### config.mk
export PLATFORM = sky130hd
export DESIGN_NAME = dual_apb_ahb_top
export DESIGN_NICKNAME = d
export VERILOG_FILES = /design/src/common/bridge_pkg.sv /design/src/common/ahb_if.sv /design/src/apb_to_ahb/apb_to_ahb.sv /design/src/source/ahb_arbiter.sv /design/src/source/ahb_sram.sv /design/src/source/dual_apb_ahb_top.sv
export SDC_FILE = /design/constraint.sdc
export NUM_CORES = 2
export LEC_CHECK = 0
export BUFFER_PORTS_ARGS = -buffer_cell sky130_fd_sc_hd__buf_2
export CAP_MARGIN = 10
export CORE_MARGIN = 3
export CORE_UTILIZATION = 60
export CTS_BUF_LIST = sky130_fd_sc_hd__clkbuf_8
export CTS_CLUSTER_DIAMETER = 40
export DETAILED_ROUTE_END_ITERATION = 8
export PLACE_DENSITY = 0.77
export SLEW_MARGIN = 30
export SYNTH_ARGS = -nofsm -noshare
export SYNTH_HDL_FRONTEND = slang
export SYNTH_SLANG_ARGS = --single-unit
### constraint.sdc
create_clock -name pclk -period 2.4 [get_ports pclk]
set_input_delay 0.24 -clock pclk [delete_from_list [all_inputs] [get_ports pclk]]
set_output_delay 0.24 -clock pclk [all_outputs]
set_load 0.01 [all_outputs]
### src/common/bridge_pkg.sv
// bridge package
// shared bus widths and the AHB-Lite field encodings used by
// the bridges, the arbiter and the SRAM slave
package bridge_pkg;

    // default widths, one word each
    parameter int ADDR_WIDTH = 32;
    parameter int DATA_WIDTH = 32;

    // htrans codes, only idle and nonsequential are ever driven
    parameter logic [1:0] HTRANS_IDLE   = 2'b00;
    parameter logic [1:0] HTRANS_NONSEQ = 2'b10;

    // single transfers only
    parameter logic [2:0] HBURST_SINGLE = 3'b000;

    // non-cacheable, non-bufferable, privileged data access
    parameter logic [3:0] HPROT_DATA_PRIV = 4'b0011;

    // hsize codes
    parameter logic [2:0] HSIZE_BYTE = 3'b000;
    parameter logic [2:0] HSIZE_HALF = 3'b001;
    parameter logic [2:0] HSIZE_WORD = 3'b010;

    // hresp codes
    parameter logic HRESP_OKAY  = 1'b0;
    parameter logic HRESP_ERROR = 1'b1;

endpackage

### src/common/ahb_if.sv
// AHB-Lite interface
// one master/slave link, with a bus request line for arbitration
interface ahb_if #(
    parameter int ADDR_WIDTH = bridge_pkg::ADDR_WIDTH,
    parameter int DATA_WIDTH = bridge_pkg::DATA_WIDTH
);

    // master to slave
    logic                  hbusreq;
    logic                  hsel;
    logic [ADDR_WIDTH-1:0] haddr;
    logic                  hwrite;
    logic [2:0]            hsize;
    logic [2:0]            hburst;
    logic [3:0]            hprot;
    logic [1:0]            htrans;
    logic                  hmastlock;
    logic [DATA_WIDTH-1:0] hwdata;
    logic                  hready;

    // slave to master
    logic                  hreadyout;
    logic [DATA_WIDTH-1:0] hrdata;
    logic                  hresp;

    modport master (
        output hbusreq, hsel, haddr, hwrite, hsize, hburst, hprot, htrans,
        output hmastlock, hwdata, hready,
        input  hreadyout, hrdata, hresp
    );

    modport slave (
        input  hbusreq, hsel, haddr, hwrite, hsize, hburst, hprot, htrans,
        input  hmastlock, hwdata, hready,
        output hreadyout, hrdata, hresp
    );

endinterface

### src/apb_to_ahb/apb_to_ahb.sv
// APB to AHB-Lite bridge
// maps each APB transfer onto one AHB single transfer and
// returns the AHB completion as a registered pready/pslverr
module apb_to_ahb #(
    parameter int ADDR_WIDTH = bridge_pkg::ADDR_WIDTH,
    parameter int DATA_WIDTH = bridge_pkg::DATA_WIDTH
) (
    input  logic                  pclk,
    input  logic                  presetn,
    input  logic                  psel,
    input  logic                  penable,
    input  logic                  pwrite,
    input  logic [ADDR_WIDTH-1:0] paddr,
    input  logic [DATA_WIDTH-1:0] pwdata,
    output logic [DATA_WIDTH-1:0] prdata,
    output logic                  pready,
    output logic                  pslverr,
    ahb_if.master                 ahb
);

    typedef enum logic [1:0] {
        ST_IDLE = 2'b00,
        ST_DATA = 2'b01,
        ST_TERM = 2'b11
    } state_t;

    state_t                state;
    state_t                state_nxt;
    logic                  pready_nxt;
    logic                  pslverr_nxt;
    logic                  addr_phase;
    logic [DATA_WIDTH-1:0] hrdata_q;

    // address phase only from idle, and only once the bus is ours
    assign addr_phase = psel & ahb.hreadyout & (state == ST_IDLE);

    always_comb begin
        state_nxt   = state;
        pready_nxt  = 1'b0;
        pslverr_nxt = 1'b0;
        case (state)
            ST_IDLE: begin
                if (addr_phase) begin
                    state_nxt = ST_DATA;
                end
            end
            ST_DATA: begin
                // error completes on its first cycle, hreadyout still low
                if (penable & (ahb.hreadyout | ahb.hresp)) begin
                    state_nxt   = ST_TERM;
                    pready_nxt  = 1'b1;
                    pslverr_nxt = ahb.hresp;
                end
            end
            ST_TERM: begin
                // wait for the APB master to leave the access phase
                if (!penable) begin
                    state_nxt = ST_IDLE;
                end
            end
            default: state_nxt = ST_IDLE;
        endcase
    end

    always_ff @(posedge pclk or negedge presetn) begin
        if (!presetn) begin
            state   <= ST_IDLE;
            pready  <= 1'b0;
            pslverr <= 1'b0;
        end else begin
            // deselect drops straight back to idle
            state   <= psel ? state_nxt : ST_IDLE;
            pready  <= pready_nxt;
            pslverr <= pslverr_nxt;
        end
    end

    // one register so read data lines up with pready
    always_ff @(posedge pclk) begin
        hrdata_q <= ahb.hrdata;
    end
    assign prdata = hrdata_q;

    // request the bus until the address phase has gone out
    assign ahb.hbusreq   = psel & (state == ST_IDLE);
    assign ahb.hsel      = addr_phase;
    assign ahb.htrans    = addr_phase ? bridge_pkg::HTRANS_NONSEQ : bridge_pkg::HTRANS_IDLE;
    assign ahb.hwrite    = addr_phase & pwrite;
    assign ahb.haddr     = paddr;
    assign ahb.hwdata    = pwdata;
    assign ahb.hburst    = bridge_pkg::HBURST_SINGLE;
    assign ahb.hprot     = bridge_pkg::HPROT_DATA_PRIV;
    assign ahb.hmastlock = 1'b0;
    assign ahb.hready    = ahb.hreadyout;

    // transfer size follows the data width
    generate
        if (DATA_WIDTH <= 8) begin : g_size_byte
            assign ahb.hsize = bridge_pkg::HSIZE_BYTE;
        end else if (DATA_WIDTH <= 16) begin : g_size_half
            assign ahb.hsize = bridge_pkg::HSIZE_HALF;
        end else begin : g_size_word
            assign ahb.hsize = bridge_pkg::HSIZE_WORD;
        end
    endgenerate

endmodule

### src/source/ahb_arbiter.sv
// AHB-Lite round-robin arbiter
// two bridge masters share one slave, the grant is held
// through the owner's data phase
module ahb_arbiter (
    input  logic  pclk,
    input  logic  presetn,
    ahb_if.slave  m_a,
    ahb_if.slave  m_b,
    ahb_if.master s
);

    logic gnt_a;
    logic gnt_b;
    logic gnt_a_nxt;
    logic gnt_b_nxt;
    logic last_b;
    logic owner_dphase;
    logic owner_req;
    logic addr_taken;
    logic done;
    logic free;

    // slave accepted an address from the owner
    assign addr_taken = s.hsel & s.hready & (s.htrans == bridge_pkg::HTRANS_NONSEQ);
    // owner's data phase ends, ok or second error cycle
    assign done       = owner_dphase & s.hreadyout;
    assign owner_req  = gnt_b ? m_b.hbusreq : m_a.hbusreq;
    // no grant, finished transfer, or owner gave up before its address phase
    assign free       = ~(gnt_a | gnt_b) | done | (~owner_dphase & ~owner_req);

    always_comb begin
        gnt_a_nxt = gnt_a;
        gnt_b_nxt = gnt_b;
        if (free) begin
            if (m_a.hbusreq & m_b.hbusreq) begin
                // both want it, the one that lost last time wins
                gnt_a_nxt = last_b;
                gnt_b_nxt = ~last_b;
            end else begin
                gnt_a_nxt = m_a.hbusreq;
                gnt_b_nxt = m_b.hbusreq;
            end
        end
    end

    always_ff @(posedge pclk or negedge presetn) begin
        if (!presetn) begin
            gnt_a        <= 1'b0;
            gnt_b        <= 1'b0;
            // a goes first after reset
            last_b       <= 1'b1;
            owner_dphase <= 1'b0;
        end else begin
            gnt_a <= gnt_a_nxt;
            gnt_b <= gnt_b_nxt;
            if (free & (gnt_a_nxt | gnt_b_nxt)) begin
                last_b <= gnt_b_nxt;
            end
            if (addr_taken) begin
                owner_dphase <= 1'b1;
            end else if (done) begin
                owner_dphase <= 1'b0;
            end
        end
    end

    // granted master onto the slave side
    assign s.hbusreq   = m_a.hbusreq | m_b.hbusreq;
    assign s.hsel      = (gnt_a & m_a.hsel) | (gnt_b & m_b.hsel);
    assign s.htrans    = gnt_b ? m_b.htrans : (gnt_a ? m_a.htrans : bridge_pkg::HTRANS_IDLE);
    assign s.haddr     = gnt_b ? m_b.haddr : m_a.haddr;
    assign s.hwrite    = gnt_b ? m_b.hwrite : m_a.hwrite;
    assign s.hsize     = gnt_b ? m_b.hsize : m_a.hsize;
    assign s.hburst    = gnt_b ? m_b.hburst : m_a.hburst;
    assign s.hprot     = gnt_b ? m_b.hprot : m_a.hprot;
    assign s.hmastlock = gnt_b ? m_b.hmastlock : m_a.hmastlock;
    assign s.hwdata    = gnt_b ? m_b.hwdata : m_a.hwdata;
    // single slave, its own ready drives the bus
    assign s.hready    = s.hreadyout;

    // responses back, ready only to the owner
    assign m_a.hreadyout = gnt_a & s.hreadyout;
    assign m_b.hreadyout = gnt_b & s.hreadyout;
    assign m_a.hrdata    = s.hrdata;
    assign m_b.hrdata    = s.hrdata;
    assign m_a.hresp     = s.hresp;
    assign m_b.hresp     = s.hresp;

endmodule

### src/source/ahb_sram.sv
// AHB-Lite SRAM slave
// word-addressed memory with a fixed number of wait states and
// the two-cycle error response past the end of the array
module ahb_sram #(
    parameter int ADDR_WIDTH  = bridge_pkg::ADDR_WIDTH,
    parameter int DATA_WIDTH  = bridge_pkg::DATA_WIDTH,
    parameter int MEM_DEPTH   = 64,
    parameter int WAIT_STATES = 1
) (
    input  logic pclk,
    input  logic presetn,
    ahb_if.slave ahb
);

    localparam int IDX_W = (MEM_DEPTH > 1) ? $clog2(MEM_DEPTH) : 1;
    localparam int CNT_W = $clog2(WAIT_STATES + 2);

    logic [DATA_WIDTH-1:0] mem [MEM_DEPTH];
    logic                  dphase;
    logic                  err_1st;
    logic                  err_2nd;
    logic [CNT_W-1:0]      wait_cnt;
    logic [IDX_W-1:0]      d_idx;
    logic                  d_write;
    logic                  accept;
    logic                  in_range;
    logic                  finish;

    assign accept   = ahb.hsel & ahb.hready & (ahb.htrans == bridge_pkg::HTRANS_NONSEQ);
    // haddr is a word index
    assign in_range = ahb.haddr < ADDR_WIDTH'(MEM_DEPTH);
    assign finish   = dphase & (wait_cnt == '0);

    always_ff @(posedge pclk or negedge presetn) begin
        if (!presetn) begin
            dphase   <= 1'b0;
            err_1st  <= 1'b0;
            err_2nd  <= 1'b0;
            wait_cnt <= '0;
            d_idx    <= '0;
            d_write  <= 1'b0;
        end else begin
            // error runs two cycles
            err_2nd <= err_1st;
            err_1st <= 1'b0;
            if (finish) begin
                dphase <= 1'b0;
            end else if (dphase) begin
                wait_cnt <= wait_cnt - 1'b1;
            end
            if (accept) begin
                d_write <= ahb.hwrite;
                if (in_range) begin
                    dphase   <= 1'b1;
                    wait_cnt <= CNT_W'(WAIT_STATES);
                    d_idx    <= ahb.haddr[IDX_W-1:0];
                end else begin
                    err_1st <= 1'b1;
                end
            end
        end
    end

    // array cleared at reset, written at the end of a write data phase
    always_ff @(posedge pclk or negedge presetn) begin
        if (!presetn) begin
            for (int i = 0; i < MEM_DEPTH; i++) begin
                mem[i] <= '0;
            end
        end else if (finish & d_write) begin
            mem[d_idx] <= ahb.hwdata;
        end
    end

    // low while counting and in the first error cycle
    assign ahb.hreadyout = ~(err_1st | (dphase & (wait_cnt != '0)));
    assign ahb.hresp     = (err_1st | err_2nd) ? bridge_pkg::HRESP_ERROR : bridge_pkg::HRESP_OKAY;
    assign ahb.hrdata    = mem[d_idx];

endmodule

### src/source/dual_apb_ahb_top.sv
// dual APB register-access subsystem
// two APB ports, each through its own bridge, share one SRAM
// over a round-robin arbitrated AHB-Lite bus
module dual_apb_ahb_top #(
    parameter int ADDR_WIDTH  = bridge_pkg::ADDR_WIDTH,
    parameter int DATA_WIDTH  = bridge_pkg::DATA_WIDTH,
    parameter int MEM_DEPTH   = 64,
    parameter int WAIT_STATES = 1
) (
    input  logic                  pclk,
    input  logic                  presetn,
    // port a
    input  logic                  a_psel,
    input  logic                  a_penable,
    input  logic                  a_pwrite,
    input  logic [ADDR_WIDTH-1:0] a_paddr,
    input  logic [DATA_WIDTH-1:0] a_pwdata,
    output logic [DATA_WIDTH-1:0] a_prdata,
    output logic                  a_pready,
    output logic                  a_pslverr,
    // port b
    input  logic                  b_psel,
    input  logic                  b_penable,
    input  logic                  b_pwrite,
    input  logic [ADDR_WIDTH-1:0] b_paddr,
    input  logic [DATA_WIDTH-1:0] b_pwdata,
    output logic [DATA_WIDTH-1:0] b_prdata,
    output logic                  b_pready,
    output logic                  b_pslverr
);

    // bridge links and the shared slave bus
    ahb_if #(.ADDR_WIDTH(ADDR_WIDTH), .DATA_WIDTH(DATA_WIDTH)) m_a ();
    ahb_if #(.ADDR_WIDTH(ADDR_WIDTH), .DATA_WIDTH(DATA_WIDTH)) m_b ();
    ahb_if #(.ADDR_WIDTH(ADDR_WIDTH), .DATA_WIDTH(DATA_WIDTH)) s_bus ();

    apb_to_ahb #(.ADDR_WIDTH(ADDR_WIDTH), .DATA_WIDTH(DATA_WIDTH)) u_bridge_a (
        .pclk(pclk), .presetn(presetn),
        .psel(a_psel), .penable(a_penable), .pwrite(a_pwrite),
        .paddr(a_paddr), .pwdata(a_pwdata),
        .prdata(a_prdata), .pready(a_pready), .pslverr(a_pslverr),
        .ahb(m_a)
    );

    apb_to_ahb #(.ADDR_WIDTH(ADDR_WIDTH), .DATA_WIDTH(DATA_WIDTH)) u_bridge_b (
        .pclk(pclk), .presetn(presetn),
        .psel(b_psel), .penable(b_penable), .pwrite(b_pwrite),
        .paddr(b_paddr), .pwdata(b_pwdata),
        .prdata(b_prdata), .pready(b_pready), .pslverr(b_pslverr),
        .ahb(m_b)
    );

    ahb_arbiter u_arbiter (
        .pclk(pclk), .presetn(presetn),
        .m_a(m_a), .m_b(m_b), .s(s_bus)
    );

    ahb_sram #(
        .ADDR_WIDTH(ADDR_WIDTH), .DATA_WIDTH(DATA_WIDTH),
        .MEM_DEPTH(MEM_DEPTH), .WAIT_STATES(WAIT_STATES)
    ) u_sram (
        .pclk(pclk), .presetn(presetn), .ahb(s_bus)
    );

endmodule

==> results by group <==
Synth
  – Synth warn: 0
  – Syn Area/Cell: 9.87 µm²
  – Async SR Flop Fraction: roughly 98%
  – #FFs+latches synth: roughly 2.1k
  – Post-synth EDFFs: 0
  – Main synth FF type: dfrtp_1
  – Distinct cell type count after synthesis: 72
  – Mapped cell area: between 0.09 and 0.1 mm²
  – Synthesized Nets: ~9.3k
  – Cells after Synth: slightly above 9k
  – Sequential area share after synthesis: between 50 and 60%

STA
  – Finish-stage setup viols: between 300 and 400
  – Post-route clock skew: between 0.06 and 0.07 ns
  – Relative slew slack: between 30% and 40%
  – Worst hold margin: 0.0505 ns
  – Final hold violations: 0
  – Setup WS post-layout: -0.489 ns
  – FMAX: 346 MHz
  – Final period util: 120%
  – Actual slew at the worst max-slew pin: between 0.9 and 1 ns
  – Slew Limit Fails: 0
  – Setup TNS: -19.54 ns
  – Final min period: between 2 and 3 ns
  – RSZ-0062 raised after global routing: true

Setup path
  – RR Endpoint: u_bridge_b.prdata[22]
  – Crit start category: register
  – Crit path cell chain: buf_8 -> buf_6 -> and2_4 -> buf_12 -> buf_4 -> nand2_1 -> o211ai_1 -> a222oi_1 -> buf_4 -> o22a_1 -> nand4_1
  – R2R Path Start: u_sram.d_idx[2]
  – CP peak stage delay: 0.83 ns
  – Crit path kind: reg -> reg
  – CP Max Fanout: 9
  – Reg2Reg Depth: 11
  – Arr. time, crit path: 3.85 ns
  – Worst path most repeated cell: buf_4
  – Setup crit end kind: register
  – CP max stage cell: a222oi_1
  – Required time of the critical path: about 3.4 ns
  – Critical Path Start: u_sram.d_idx[2]
  – FF-to-FF setup slack: -0.49 ns
  – Crit path to: u_bridge_b.prdata[22]

Run status
  – Failing checks: design-rule violations, negative setup slack
  – Status: complete, but fails checks

Die
  – Die H: 395 µm
  – Num ports: between 200 and 250
  – Initial Utilization: 60.5%
  – Row count: between 100 and 150
  – Placeable Area: ~0.15 mm²
  – Die ar.: around 0.16 mm²
  – Die Span X: roughly 400 µm

Detailed routing
  – Vias per std cell: roughly 6.9
  – Initial DRC count: 13.2k
  – WL final: 373 mm
  – DR WL/cell: roughly 30 µm
  – First drt pass iteration count: 9
  – Via count: about 85k
  – Antenna Nets Post-Route: 0
  – DRC viols: 6

Clocking
  – Bufs on Longest Clock Path: 4
  – Clock sinks: 2104
  – Worst-path clk slew: 0.07 ns
  – Cts bufs inserted: approximately 350
  – CTS root buf: clkbuf_8
  – Htree depth: 5
  – Worst-Skew Late Latency: 1.10 ns
  – CTS tree: yes

Placement
  – Post-DP HPWL: 211 mm
  – Buffers on Ports: 203
  – Routability cong.: 0.985

Global route
  – Pin count of the biggest net entering global routing: 155
  – Grt ovf: 0
  – Antenna violations before repair: 18
  – GRT Util Overall: between 40% and 50%
  – First-pass GRT wire length: between 500 and 600 mm
  – Vias in the first global route: between 80k and 90k

Power and ir drop
  – Max IR drop VDD: roughly 1400 µV
  – Lkg Pwr: approximately 46 nW
  – Pwr/cell area: between 600 and 700 mW/mm²

Cells and area
  – Ratio of cells with drive above 1 in the final layout: 24.7%
  – Nets: slightly above 10k
  – Area Overhead vs Synth: 26.9%
  – Fillcell total: about 9k

Hold path
  – Worst Hold Class: in -> reg

Flow run
  – Max-Cap Viols: 0
[power breakdown]
part | internal [mW] | switching, mW
Combinational | 2.25 | 5.78
Sequential | 35.6 | 0.0943
Clock | 17.2 | 14.9
[placed cells by master (no fill, tap or decap), types with 32 or more instances in the layout]
cell,Yosys,routed
o22ai_1,58,35
a21oi_2,0,71
buf_12,0,298
clkinv_2,0,33
nand2_1,730,704
o21ai_1,37,82
o21ai_0,709,637
a21oi_1,1642,1565
nor2_1,1569,1495
nor3_1,46,35
mux2i_1,137,102
nor2_4,16,72
clkbuf_16,0,46
buf_4,56,564
nand2_2,12,35
buf_6,25,84
a221oi_2,0,88
mux2_2,102,102
a22o_1,84,84
dfrtp_1,2071,2066
dfxtp_1,32,32
a22oi_2,0,69
a221oi_1,302,192
buf_2,354,202
inv_1,6,111
a22oi_1,277,208
dlygate4sd3_1,0,122
mux2i_4,0,33
mux4_2,75,75
nor2_2,26,44
clkbuf_8,0,431
[routing by layer]
metal	vias up	wire length (µm)	global-route usage, %
li1	34100	-	-
met5	-	174	0.0616
met3	2307	56000	12.4
met2	7472	156000	63.3
met4	16	38300	32.4
met1	41100	123000	53.8
[state kept, by name, summed over array words and instances, names as in the netlist]
register / count
u_sram.mem: 2048
u_bridge_b.pslverr: 1
u_bridge_b.pready: 1
u_sram.err_1st: 1
u_arbiter.owner_dphase: 1
u_sram.wait_cnt: 2
u_bridge_b.state: 2
u_sram.d_write: 1
u_arbiter.gnt_a: 1
u_arbiter.gnt_b: 1
u_sram.d_idx: 6
u_bridge_a.state: 2
u_sram.dphase: 1
u_bridge_a.pslverr: 1
u_arbiter.last_b: 1
u_bridge_b.prdata: 32
u_bridge_a.pready: 1
u_sram.err_2nd: 1
[critical path, delay by kind of cell, from the launching register on]
kind,cells,cell delay (ns)
DFF,1,0.54
AOI/OAI and AO/OA,3,1.08
and+or+nand+nor,3,0.30
buffers and inverters,5,0.86
[final cells by class]
type | instances | area, µm² | share of cell area, %
diodes | 6 | 15.0 | 0.0130
clock buffers | 431 | 5930 | 5.14
clock inverters | 162 | 981 | 0.850
inverters | 7 | 38.8 | 0.0336
multi-input cells | 6154 | 37500 | 32.5
flip-flops and latches | 2104 | 52500 | 45.5
well taps | 2016 | 2520 | 2.19
repair buffers | 1376 | 15900 | 13.7
[cell families after synthesis]
logic type	share of synthesized area [%]
compound gates	21.3
simple gates	11.4
flops	57.8
buf+inv	4.85
mux	4.63
xor+xnor	0.00964
fa+ha+maj	0.0138
[worst min-delay path by stage]
stage / from / endpoint / slack, ns / cells past startpoint
floorplan: presetn / u_arbiter.gnt_a / -0.06 / 0
global placement: presetn / u_sram.mem[243] / 0.16 / 1
detailed placement: presetn / u_sram.mem[243] / 0.16 / 1
CTS: b_paddr[5] / u_sram.d_idx[5] / 0.01 / 4
global route: b_paddr[5] / u_sram.d_idx[5] / 0.06 / 4
finish: a_penable / u_bridge_a.pslverr / 0.05 / 4
[Yosys cell counts (all sizes together), types with 3 or more instances]
master	n	share of area, %
a31oi	9	0.062
mux4	75	1.9
a22o	84	0.81
dfxtp	32	0.70
inv	7	0.029
nand4	30	0.21
nor2b	22	0.16
o221ai	18	0.17
o22ai	58	0.40
a222oi	13	0.14
nor4	23	0.17
nor4b	14	0.13
nand2	743	3.1
or2	4	0.028
a22oi	277	2.3
a211oi	5	0.047
mux2	102	1.3
o21ai	746	4.1
a221o	30	0.33
dfrtp	2071	57
and2	7	0.050
nor3	48	0.28
nand2b	8	0.055
o211a	12	0.13
o32ai	4	0.039
o2bb2ai	14	0.13
nor2	1616	7.0
a2111oi	3	0.036
o211ai	26	0.21
nand3	12	0.066
a21oi	1642	9.0
buf	474	2.9
o22a	36	0.35
a221oi	302	2.9
and3	6	0.041
mux2i	137	1.5
clkbuf	470	1.9
or4	6	0.050
nor3b	5	0.041
[what timing repair did]
item / CTS / global route
hold buffers: 123 / 2
hold endpoints to repair: 4141 / 126
setup endpoints to repair: 412 / 581
gates cloned: 15 / 57
pin swaps: 106 / 172
buffers inserted: 73 / 93
gates resized for setup: 345 / 539
[through the flow]
step           utilization [%]  cell area [µm²]  cells  power [mW]  setup slack, ns
6_report                  76.8           115000  12300        75.8           -0.489
5_1_grt                   76.8           115000  12300        77.5           -0.471
4_1_cts                   73.9           111000  12100        75.0           -0.228
3_5_place_dp              66.7           100000  11300        43.6           -0.613
3_3_place_gp              66.7           100000  11300        43.5           -0.665
2_1_floorplan                -            90900   9209        39.1            0.188
(Power assumes the default switching activity.)
